==> config.mk <==
export PLATFORM = sky130hd
export DESIGN_NAME = div_unit
export DESIGN_NICKNAME = d
export VERILOG_FILES = /design/src/div_pkg.sv /design/src/div_issue.sv /design/src/div_step.sv /design/src/div_core.sv /design/src/div_writeback.sv /design/src/div_unit.sv
export VERILOG_INCLUDE_DIRS = /design/src
export SDC_FILE = /design/constraint.sdc
export NUM_CORES = 1
export LEC_CHECK = 0
export BUFFER_PORTS_ARGS = -buffer_cell sky130_fd_sc_hd__buf_4
export CAP_MARGIN = 20
export CORE_ASPECT_RATIO = 1.4
export CORE_MARGIN = 8
export CORE_UTILIZATION = 60
export DETAILED_ROUTE_END_ITERATION = 10
export PLACE_DENSITY = 0.85
export REMOVE_ABC_BUFFERS = 1
export SLEW_MARGIN = 20
export SYNTH_ARGS = -nofsm -noshare
export SYNTH_HDL_FRONTEND = slang
export SYNTH_HIERARCHICAL = 1
export SYNTH_SLANG_ARGS = --single-unit
==> constraint.sdc <==
create_clock -name clk -period 4.9 [get_ports clk]
set_clock_uncertainty 0.05 [all_clocks]
set_input_delay 0.245 -clock clk [delete_from_list [all_inputs] [get_ports clk]]
set_output_delay 0.245 -clock clk [all_outputs]
set_load 0.01 [all_outputs]
==> src/div_defines.svh <==
// width macros shared by the divide unit
// data width, destination tag width and iteration counter width

`ifndef DIV_DEFINES_SVH
`define DIV_DEFINES_SVH

// operand, quotient and remainder width
`define DIV_WIDTH 32

// destination register tag carried alongside a request
`define DIV_TAG_WIDTH 5

// must hold the values 0 to DIV_WIDTH - 1
`define DIV_COUNT_WIDTH 6

`endif

==> src/div_pkg.sv <==
// types of the divide unit
// opcode and core state enums, request, operand, result and output structs

`include "div_defines.svh"

package div_pkg;

    // signed and unsigned quotient and remainder
    typedef enum logic [1:0] {
        op_div  = 2'b00,
        op_divu = 2'b01,
        op_mod  = 2'b10,
        op_modu = 2'b11
    } div_op_e;

    typedef enum logic [1:0] {
        st_idle    = 2'b00,
        st_iterate = 2'b01,
        st_fix     = 2'b10
    } core_state_e;

    // request as issued by the execute stage
    typedef struct packed {
        div_op_e                    op;
        logic [`DIV_TAG_WIDTH-1:0]  tag;
        logic [`DIV_WIDTH-1:0]      dividend;
        logic [`DIV_WIDTH-1:0]      divisor;
    } div_req_t;

    // magnitudes plus the sign corrections to apply at the end
    typedef struct packed {
        div_op_e                    op;
        logic [`DIV_TAG_WIDTH-1:0]  tag;
        logic [`DIV_WIDTH-1:0]      dividend_mag;
        logic [`DIV_WIDTH-1:0]      divisor_mag;
        logic                       neg_quotient;
        logic                       neg_remainder;
    } div_operands_t;

    typedef struct packed {
        div_op_e                    op;
        logic [`DIV_TAG_WIDTH-1:0]  tag;
        logic [`DIV_WIDTH-1:0]      quotient;
        logic [`DIV_WIDTH-1:0]      remainder;
    } div_result_t;

    typedef struct packed {
        logic [`DIV_TAG_WIDTH-1:0]  tag;
        logic [`DIV_WIDTH-1:0]      value;
    } div_out_t;

endpackage

==> src/div_issue.sv <==
// input side of the divide unit
// captures a request strobe and converts the operands to magnitudes

`timescale 1ns/1ns

`include "div_defines.svh"

module div_issue
    import div_pkg::*;
(
    input  logic          clk,
    input  logic          rst,
    input  logic          req_valid,
    input  div_req_t      req,
    input  logic          busy,
    output logic          issue_valid,
    output div_operands_t operands
);

    logic                  accept;
    logic                  signed_op;
    logic                  dividend_neg;
    logic                  divisor_neg;
    logic [`DIV_WIDTH-1:0] dividend_mag;
    logic [`DIV_WIDTH-1:0] divisor_mag;

    // requests that arrive while busy are dropped
    assign accept = req_valid && !busy;

    assign signed_op = (req.op == op_div) || (req.op == op_mod);

    assign dividend_neg = signed_op && req.dividend[`DIV_WIDTH-1];
    assign divisor_neg  = signed_op && req.divisor[`DIV_WIDTH-1];

    // the most negative value maps onto itself, read as 2^31 unsigned
    assign dividend_mag = dividend_neg ? (~req.dividend + 1'b1) : req.dividend;
    assign divisor_mag  = divisor_neg ? (~req.divisor + 1'b1) : req.divisor;

    always_ff @(posedge clk) begin
        if (rst) begin
            issue_valid <= 1'b0;
        end else begin
            issue_valid <= accept;
        end
    end

    always_ff @(posedge clk) begin
        if (accept) begin
            operands.op            <= req.op;
            operands.tag           <= req.tag;
            operands.dividend_mag  <= dividend_mag;
            operands.divisor_mag   <= divisor_mag;
            // quotient is negative when exactly one operand is
            operands.neg_quotient  <= dividend_neg ^ divisor_neg;
            // remainder follows the sign of the dividend
            operands.neg_remainder <= dividend_neg;
        end
    end

endmodule

==> src/div_step.sv <==
// one restoring shift-subtract step of the divider

`timescale 1ns/1ns

`include "div_defines.svh"

module div_step (
    input  logic [2*`DIV_WIDTH-1:0] window,
    input  logic [`DIV_WIDTH-1:0]   divisor,
    output logic [2*`DIV_WIDTH-1:0] next_window,
    output logic                    quotient_bit
);

    logic [`DIV_WIDTH:0]   partial;
    logic [`DIV_WIDTH+1:0] trial;
    logic [2*`DIV_WIDTH-1:0] shifted;

    assign shifted = {window[2*`DIV_WIDTH-2:0], 1'b0};

    // upper half after the shift, keeping the bit that falls off the top
    assign partial = window[2*`DIV_WIDTH-1:`DIV_WIDTH-1];

    assign trial = {1'b0, partial} - {2'b00, divisor};

    // no borrow means the upper half was not smaller than the divisor
    assign quotient_bit = ~trial[`DIV_WIDTH+1];

    always_comb begin
        next_window = shifted;
        if (quotient_bit) begin
            next_window[2*`DIV_WIDTH-1:`DIV_WIDTH] = trial[`DIV_WIDTH-1:0];
        end
    end

endmodule

==> src/div_core.sv <==
// iteration state machine of the divider
// holds remainder window, quotient and counter, and applies the sign fix

`timescale 1ns/1ns

`include "div_defines.svh"

module div_core
    import div_pkg::*;
(
    input  logic          clk,
    input  logic          rst,
    input  logic          issue_valid,
    input  div_operands_t operands,
    output logic          idle,
    output logic          core_done,
    output div_result_t   result
);

    localparam logic [`DIV_COUNT_WIDTH-1:0] last_count =
        `DIV_COUNT_WIDTH'(`DIV_WIDTH - 1);

    core_state_e state;

    logic [`DIV_COUNT_WIDTH-1:0]  count;
    logic [2*`DIV_WIDTH-1:0]      window;
    logic [`DIV_WIDTH-1:0]        quotient;
    logic [`DIV_WIDTH-1:0]        divisor;
    logic [2*`DIV_WIDTH-1:0]      next_window;
    logic                         quotient_bit;
    logic [`DIV_WIDTH-1:0]        remainder;

    // carried request fields
    div_op_e                      op_r;
    logic [`DIV_TAG_WIDTH-1:0]    tag_r;
    logic                         neg_quotient_r;
    logic                         neg_remainder_r;

    div_step step_inst (
        .window       (window),
        .divisor      (divisor),
        .next_window  (next_window),
        .quotient_bit (quotient_bit)
    );

    assign idle      = (state == st_idle);
    assign remainder = window[2*`DIV_WIDTH-1:`DIV_WIDTH];

    always_ff @(posedge clk) begin
        if (rst) begin
            state     <= st_idle;
            count     <= '0;
            core_done <= 1'b0;
        end else begin
            core_done <= 1'b0;
            case (state)
                st_idle: begin
                    if (issue_valid) begin
                        state <= st_iterate;
                        count <= '0;
                    end
                end
                st_iterate: begin
                    count <= count + 1'b1;
                    if (count == last_count) begin
                        state <= st_fix;
                    end
                end
                st_fix: begin
                    state     <= st_idle;
                    core_done <= 1'b1;
                end
                default: begin
                    state <= st_idle;
                end
            endcase
        end
    end

    always_ff @(posedge clk) begin
        case (state)
            st_idle: begin
                if (issue_valid) begin
                    window          <= {{`DIV_WIDTH{1'b0}}, operands.dividend_mag};
                    quotient        <= '0;
                    divisor         <= operands.divisor_mag;
                    op_r            <= operands.op;
                    tag_r           <= operands.tag;
                    neg_quotient_r  <= operands.neg_quotient;
                    neg_remainder_r <= operands.neg_remainder;
                end
            end
            st_iterate: begin
                window   <= next_window;
                quotient <= {quotient[`DIV_WIDTH-2:0], quotient_bit};
            end
            st_fix: begin
                result.op        <= op_r;
                result.tag       <= tag_r;
                result.quotient  <= neg_quotient_r ? (~quotient + 1'b1) : quotient;
                result.remainder <= neg_remainder_r ? (~remainder + 1'b1) : remainder;
            end
            default: begin
            end
        endcase
    end

endmodule

==> src/div_writeback.sv <==
// output side of the divider
// selects quotient or remainder by opcode and registers it with its tag

`timescale 1ns/1ns

`include "div_defines.svh"

module div_writeback
    import div_pkg::*;
(
    input  logic        clk,
    input  logic        rst,
    input  logic        core_done,
    input  div_result_t result,
    output logic        result_valid,
    output div_out_t    out
);

    logic [`DIV_WIDTH-1:0] selected;

    always_comb begin
        case (result.op)
            op_div, op_divu: begin
                selected = result.quotient;
            end
            op_mod, op_modu: begin
                selected = result.remainder;
            end
            default: begin
                selected = result.quotient;
            end
        endcase
    end

    always_ff @(posedge clk) begin
        if (rst) begin
            result_valid <= 1'b0;
        end else begin
            result_valid <= core_done;
        end
    end

    // out keeps its value until the next result
    always_ff @(posedge clk) begin
        if (core_done) begin
            out.tag   <= result.tag;
            out.value <= selected;
        end
    end

endmodule

==> src/div_unit.sv <==
// top level of the iterative divide unit
// connects issue, core and writeback and derives busy

`timescale 1ns/1ns

module div_unit
    import div_pkg::*;
(
    input  logic     clk,
    input  logic     rst,
    input  logic     req_valid,
    input  div_req_t req,
    output logic     busy,
    output logic     result_valid,
    output div_out_t result
);

    logic          issue_valid;
    div_operands_t operands;
    logic          core_idle;
    logic          core_done;
    div_result_t   core_result;

    // covers the cycle between capture and the core leaving idle
    assign busy = issue_valid || !core_idle;

    div_issue issue_inst (
        .clk         (clk),
        .rst         (rst),
        .req_valid   (req_valid),
        .req         (req),
        .busy        (busy),
        .issue_valid (issue_valid),
        .operands    (operands)
    );

    div_core core_inst (
        .clk         (clk),
        .rst         (rst),
        .issue_valid (issue_valid),
        .operands    (operands),
        .idle        (core_idle),
        .core_done   (core_done),
        .result      (core_result)
    );

    div_writeback writeback_inst (
        .clk          (clk),
        .rst          (rst),
        .core_done    (core_done),
        .result       (core_result),
        .result_valid (result_valid),
        .out          (result)
    );

endmodule

==> out/summary.md, run 1 <==
* **Total Neg Setup Slack** 0 ns
* **proportion of power drawn by flip-flops and latches** 0.518
* **Worst path slowest cell** sky130_fd_sc_hd__edfxtp_1
* **DR vias/cell** 5.75
* **filler instances** 1,889
* **clk sinks** 326
* **final layout net count** 1,638
* **starting density of the core** 0.609
* **placeable core area** 27,600 um^2
* **RSZ-0062 raised after global routing** false
* **final antenna diode count** 0
* **nature of the critical path endpoint** flop
* **cell area after placement** 17,700 um^2
* **gr ovfl total** 0
* **Residual DRC** 0
* **Yosys warnings** 6
* **crit-path max FO** 15
* **Hold Fails Final Rpt** 0
* **antenna violations before repair** 0
* **Setup Viol. Count Final** 0
* **routed vias** 11,000
* **maximum number of pins on one net before global-route repair** 74
* **final design instance area without fill** 19,200 um^2
* **DIE HEIGHT** 214 um
* **clock network latency to the later pin of the worst-skew pair** 0.55 ns
* **signed area change from the synthesized netlist to the final layout** 14.5%
* **iteration count of the initial detailed-routing pass** 6
* **net switching fraction of the power** 0.243
* **tightest slew margin relative to the limit** 0.245
* **switching power** 1.59 mW
* **critical-path cell list** ha_1 -> a21oi_1 -> nand2_1 -> o21ai_1 -> a311oi_2 -> nor3_4 -> inv_2 -> mux2_4 -> and2_1
* **Critical Path AT** 3.75 ns
* **power share of the clock group** 0.339
* **count of input and output buffers** 112
* **Clock Tree Buf Depth** 3
* **Cell Int Power** 4.95 mW
* **worst ir drop on vdd** 333 uV
* **sequential cell area** 9680 um^2
* **estimated wirelength of the detail-placed design** 23,500 um
* **Post-Synthesis Mean Instance Area** 12.0 um^2
* **overall routed net length** 34,100 um
* **Antenna Nets Post-Route** 0
* **detailed router's first-iteration violation count** 790
* **Pins Over Slew Limit** 0
* **number of H-tree levels** 1
* **cell count after synthesis** 1,394
* **global placer's final weighted congestion** 0.909
* **result of the run** complete, no violations
* **Netlist Area Pre-Place** 16,800 um^2
* **via count of the first global-routing pass** 11,100
* **fraction of final layout cells sized beyond drive strength 1** 0.165
* **total power per unit cell area** 340 nW/um^2
* **number of top-level pins** 113
* **max-capacitance violation count** 0
* **Die X** 157 um
* **element type at the critical path start** flop
* **critical path's largest stage delay** 0.50 ns
* **num rows** 72
* **clock tree from TritonCTS** yes
* **combinational share of power** 0.143
* **number of buffers added for setup after CTS** 0
* **Slew @ Worst Pin** 1.13 ns
* **clock transition at the registers of the reported paths** 0.07 ns
* **overall fraction of global-route tracks in use** 0.202
* **number of buffers created by CTS** 28
* **standby leakage power** 7.22 nW
* **Tcrit/Tclk final** 0.712
* **average wire per cell in the routed design** 17.8 um
* **Period minus WS final** 3.49 ns
* **area taken by multi-input logic gates** 6380 um^2
* **global-route wire length before repair** 55,500 um
* **Crit Path Category** flop to flop
* **root buffer cell** sky130_fd_sc_hd__clkbuf_16
* **die footprint** 33,700 um^2
* **maximum frequency from static timing analysis** 0.286 GHz
* **required time at the worst-slack endpoint** 5.15 ns
* **worst hold path class** input pin to flop
timing repair:
action / 4_1_cts / 5_1_grt
hold buffers: 60 / 0
gates resized for setup: 0 / 0
hold endpoints to repair: 70 / 0
routing by layer:
layer,GRT usage,routed length (um),share of wire,up-vias
met1,0.238,13400,0.39,5223
li1,-,-,-,5323
met5,0,0,0,-
met2,0.361,17700,0.52,391
met4,0.0834,1190,0.035,0
met3,0.0270,1800,0.053,81
worst max-delay path, delay by kind of cell, from the launching register on:
kind | cells | cell delay, ns
compound gates | 3 | 0.82
fa+ha+maj | 1 | 0.46
buf+inv | 1 | 0.30
flops | 1 | 0.50
mux | 1 | 0.36
simple gates | 3 | 0.75
stage by stage:
stage | worst slack [ns] | hold slack [ns] | utilization | power (mW) | instances
detailed placement | 1.42 | 0.355 | 0.642 | 4.32 | 1806
global route | 1.20 | 0.00614 | 0.697 | 6.80 | 1916
global placement | 1.51 | 0.351 | 0.642 | 4.29 | 1806
CTS | 1.42 | 0.00161 | 0.697 | 6.58 | 1916
floorplan | 0.588 | 0.264 | - | 4.05 | 1314
finish | 1.41 | 0.0279 | 0.697 | 6.53 | 1916
registers in the layout (all words and copies together) (netlist names):
register                     count
core_inst/neg_quotient_r         1
core_inst/result                70
core_inst/tag_r                  5
issue_inst/issue_valid           1
writeback_inst/out              37
core_inst/neg_remainder_r        1
core_inst/window                64
writeback_inst/result_valid      1
core_inst/count                  6
core_inst/op_r                   1
core_inst/core_done              1
core_inst/quotient              32
core_inst/divisor               32
issue_inst/operands             72
core_inst/state                  2
placed cells by master (no fill, tap or decap), drive strengths merged, types with 14 or more instances in the layout:
cell           n
nor4          24
o41ai         16
nor3          27
nor2          66
o31ai         33
nand2        181
a21oi         51
dlygate4sd3   60
xor2          50
a31oi         28
nand3         14
ha            37
mux2          39
clkbuf        39
buf          122
inv           65
edfxtp       315
a21o          14
o21ai         59
xnor2         93
and2          65
cell type report:
class	count	share of cell area
multi-input combinational	924	0.332
tap	370	0.0241
inverter	64	0.0125
sequential	326	0.504
timing repair buffer	182	0.0795
clock buffer	39	0.0429
clock inverter	11	0.00534
worst paths after layout:
kind                                      startpoint                     end  slack (ns)  depth (start not counted)
worst max-delay path            core_inst/window[35]    core_inst/window[47]        1.41                          9
worst min register to register    core_inst/tag_r[3]    core_inst/result[67]        0.36                          0
worst min-delay path                          req[5]  issue_inst/operands[7]        0.03                          2
worst max register to register  core_inst/window[35]    core_inst/window[47]        1.41                          9
power groups by stage:
stage / Combinational (mW) / Clock (mW) / Sequential (mW)
after floorplan: 0.632 / 0 / 3.42
after global placement: 0.860 / 0 / 3.43
after detailed placement: 0.880 / 0 / 3.44
after CTS: 0.924 / 2.27 / 3.38
after global routing: 1.03 / 2.36 / 3.40
final: 0.933 / 2.21 / 3.39
No activity file was read; power rests on OpenSTA's default activity.
==> run 2, diff against run 1 <==
--- a/config.mk
+++ b/config.mk
@@ -10,9 +10,9 @@
 export CAP_MARGIN = 20
 export CORE_ASPECT_RATIO = 1.4
 export CORE_MARGIN = 8
-export CORE_UTILIZATION = 60
+export CORE_UTILIZATION = 55
 export DETAILED_ROUTE_END_ITERATION = 10
-export PLACE_DENSITY = 0.85
+export PLACE_DENSITY = 0.82
 export REMOVE_ABC_BUFFERS = 1
 export SLEW_MARGIN = 20
 export SYNTH_ARGS = -nofsm -noshare
==> constraint.sdc (replaced) <==
create_clock -name clk -period 3.15 [get_ports clk]
set_clock_uncertainty 0.05 [all_clocks]
set_input_delay 0.1575 -clock clk [delete_from_list [all_inputs] [get_ports clk]]
set_output_delay 0.1575 -clock clk [all_outputs]
set_load 0.01 [all_outputs]
==> run 2 against run 1 <==
Global-route usage down 0.20 points. Critical path depth grew 3. Via count is 2.6% higher. Routed wire length increased by 6.8%.
==> out/summary.md, run 2 (synthesis gave the netlist of run 1 again) <==
* **result of the run** complete, no violations
* **overall fraction of global-route tracks in use** 0.200, -0.00197
* **worst reg-to-reg path cell count** 12, +3
* **worst hold margin** 0.182 ns, +0.154 ns
* **Crit Path Category** flop to flop
* **number of buffers created by CTS** 29, +3.6%
* **Worst path slowest cell** sky130_fd_sc_hd__edfxtp_1
* **overall routed net length** 36,400 um, +6.8%
* **clock tree from TritonCTS** yes
* **standby leakage power** 7.47 nW, +3.6%
* **Tcrit/Tclk final** 0.943, +0.231
* **global placer's final weighted congestion** 0.896, -1.4%
* **Pins Over Slew Limit** 0, unchanged
* **number of top-level pins** 113, unchanged
* **crit-path max FO** 5, -10
* **iteration count of the initial detailed-routing pass** 5, -1
* **critical-path cell list** inv_1 -> ha_1 -> inv_1 -> fa_1 -> a21o_1 -> a31oi_4 -> nor3_2 -> a31oi_4 -> o21a_2 -> xnor2_1 -> mux2_4 -> and2_1
* **Slew @ Worst Pin** 1.02 ns, -0.110 ns
* **Die X** 164 um, +4.0%
* **Critical Path AT** 3.23 ns, -0.52 ns
* **most common cell after layout, fill and taps aside** sky130_fd_sc_hd__edfxtp_1
* **DR vias/cell** 5.69, -1.1%
* **RSZ-0062 raised after global routing** false
* **DIE HEIGHT** 223 um, +4.1%
* **worst path setup slack after routing** 0.179 ns, -1.23 ns
* **final layout net count** 1,692, +3.3%
* **Inst Count DP** 1,859, +2.9%
* **starting density of the core** 0.559, -0.0500
* **registers with the most flip-flops** issue_inst/operands (72), core_inst/result (70), core_inst/window (64)
* **maximum number of pins on one net before global-route repair** 74, unchanged
* **Critical R2R Capture** core_inst/window[54]
* **root buffer cell** sky130_fd_sc_hd__clkbuf_16
* **Clock Tree Buf Depth** 3, unchanged
* **Total Neg Setup Slack** 0 ns, unchanged
* **Antenna Nets Post-Route** 0, unchanged
* **worst hold path class** input pin to flop
* **estimated wirelength of the detail-placed design** 25,000 um, +6.7%
* **tightest slew margin relative to the limit** 0.317, +0.0720
* **number of H-tree levels** 1, unchanged
* **placeable core area** 30,000 um^2, +8.9%
* **worst setup path startpoint** core_inst/window[31]
* **Period minus WS final** 2.97 ns, -0.520 ns
* **Top reg by flops** issue_inst/operands
* **global-route wire length before repair** 59,200 um, +6.6%
* **via count of the first global-routing pass** 11,700, +5.6%
* **max-capacitance violation count** 0, unchanged
* **clk sinks** 326, unchanged
* **fraction of final layout cells sized beyond drive strength 1** 0.187, +0.0217
* **average wire per cell in the routed design** 18.3 um, +3.0%
* **Residual DRC** 0, unchanged
* **most frequent cells in the layout** 315 x sky130_fd_sc_hd__edfxtp_1, 180 x sky130_fd_sc_hd__nand2_1, 157 x sky130_fd_sc_hd__buf_4
* **Hold Fails Final Rpt** 0, unchanged
* **signed area change from the synthesized netlist to the final layout** 17.4%
* **count of input and output buffers** 112, unchanged
* **Largest register FFs** 72, unchanged
* **nature of the critical path endpoint** flop
* **cell area after placement** 18,000 um^2, +1.9%
* **clock network latency to the later pin of the worst-skew pair** 0.55 ns, about the same
* **worst ir drop on vdd** 350 uV, +5.1%
* **worst setup slack after placement** 0.126 ns, -1.29 ns
* **end of the critical path** core_inst/window[54]
* **antenna violations before repair** 1, +1
* **maximum frequency from static timing analysis** 0.337 GHz, +18%
* **gr ovfl total** 0, unchanged
* **detailed router's first-iteration violation count** 643, -19%
* **number of buffers added for setup after CTS** 0, unchanged
* **routed vias** 11,300, +2.6%
* **total power per unit cell area** 522 nW/um^2, +54%
* **num rows** 75, +4.2%
* **non-filler cells, final** 1,988, +3.8%
* **required time at the worst-slack endpoint** 3.41 ns, -1.74 ns
* **die footprint** 36,500 um^2, +8.3%
* **clock transition at the registers of the reported paths** 0.07 ns, about the same
* **element type at the critical path start** flop
* **final design instance area without fill** 19,700 um^2, +2.6%
* **Setup Viol. Count Final** 0, unchanged
* **worst reg2reg setup slack** 0.18 ns, -1.23 ns
* **Critical R2R Launch** core_inst/window[31]
* **critical path's largest stage delay** 0.40 ns, -0.10 ns
==> run 2: routing by layer <==
layer | track usage | up-vias | routed length (um)
met4 | 0.0873 | 0 | 1360
met2 | 0.365 | 380 | 19100
li1 | - | 5436 | -
met5 | 0 | - | 0
met3 | 0.0268 | 98 | 1850
met1 | 0.227 | 5391 | 14100
==> run 2: timing repair <==
action,in CTS,in global routing
setup endpoints to repair,0,2
hold buffers,74,0
gates resized for setup,0,2
endpoints found under the hold margin,82,0
==> run 2: critical path: cells and delay by family (launching register included) <==
kind / cells / cell delay (ns)
and+or+nand+nor: 2 / 0.24
AOI/OAI and AO/OA: 4 / 1.00
buffers and inverters: 2 / 0.14
adders and majority gates: 2 / 0.58
DFF: 1 / 0.40
xor gates and xnor gates: 1 / 0.07
muxes: 1 / 0.25
==> run 2: worst min-delay path by stage <==
stage	from	endpoint	slack, ns	depth (start not counted)
2_1_floorplan	rst	core_inst/count[1]	0.18	1
3_3_place_gp	req[67]	issue_inst/operands[69]	0.29	1
3_5_place_dp	req[67]	issue_inst/operands[69]	0.29	1
4_1_cts	req_valid	issue_inst/issue_valid	0.19	4
5_1_grt	req_valid	issue_inst/operands[2]	0.20	3
6_report	req_valid	issue_inst/issue_valid	0.18	4
==> run 2: layout make-up <==
cell class,instances,area [um^2]
timing repair buffer,235,1990
fill,2156,10300
antenna,1,2.50
tap,385,482
multi-input combinational,924,6400
sequential,326,9680
clock buffer,33,741
clock inverter,20,188
inverter,64,240
==> run 2: through the flow <==
| stage | utilization | total power [mW] |
|---|---|---|
| finish | 0.657 | 10.3 |
| global placement | 0.600 | 6.77 |
| detailed placement | 0.600 | 6.82 |
| CTS | 0.656 | 10.4 |
| global route | 0.657 | 10.7 |
| floorplan | - | 6.30 |
==> run 2: report_power, final <==
group | internal [mW] | switching, mW
Clock | 1.94 | 1.52
Combinational | 0.689 | 0.919
Sequential | 5.09 | 0.142
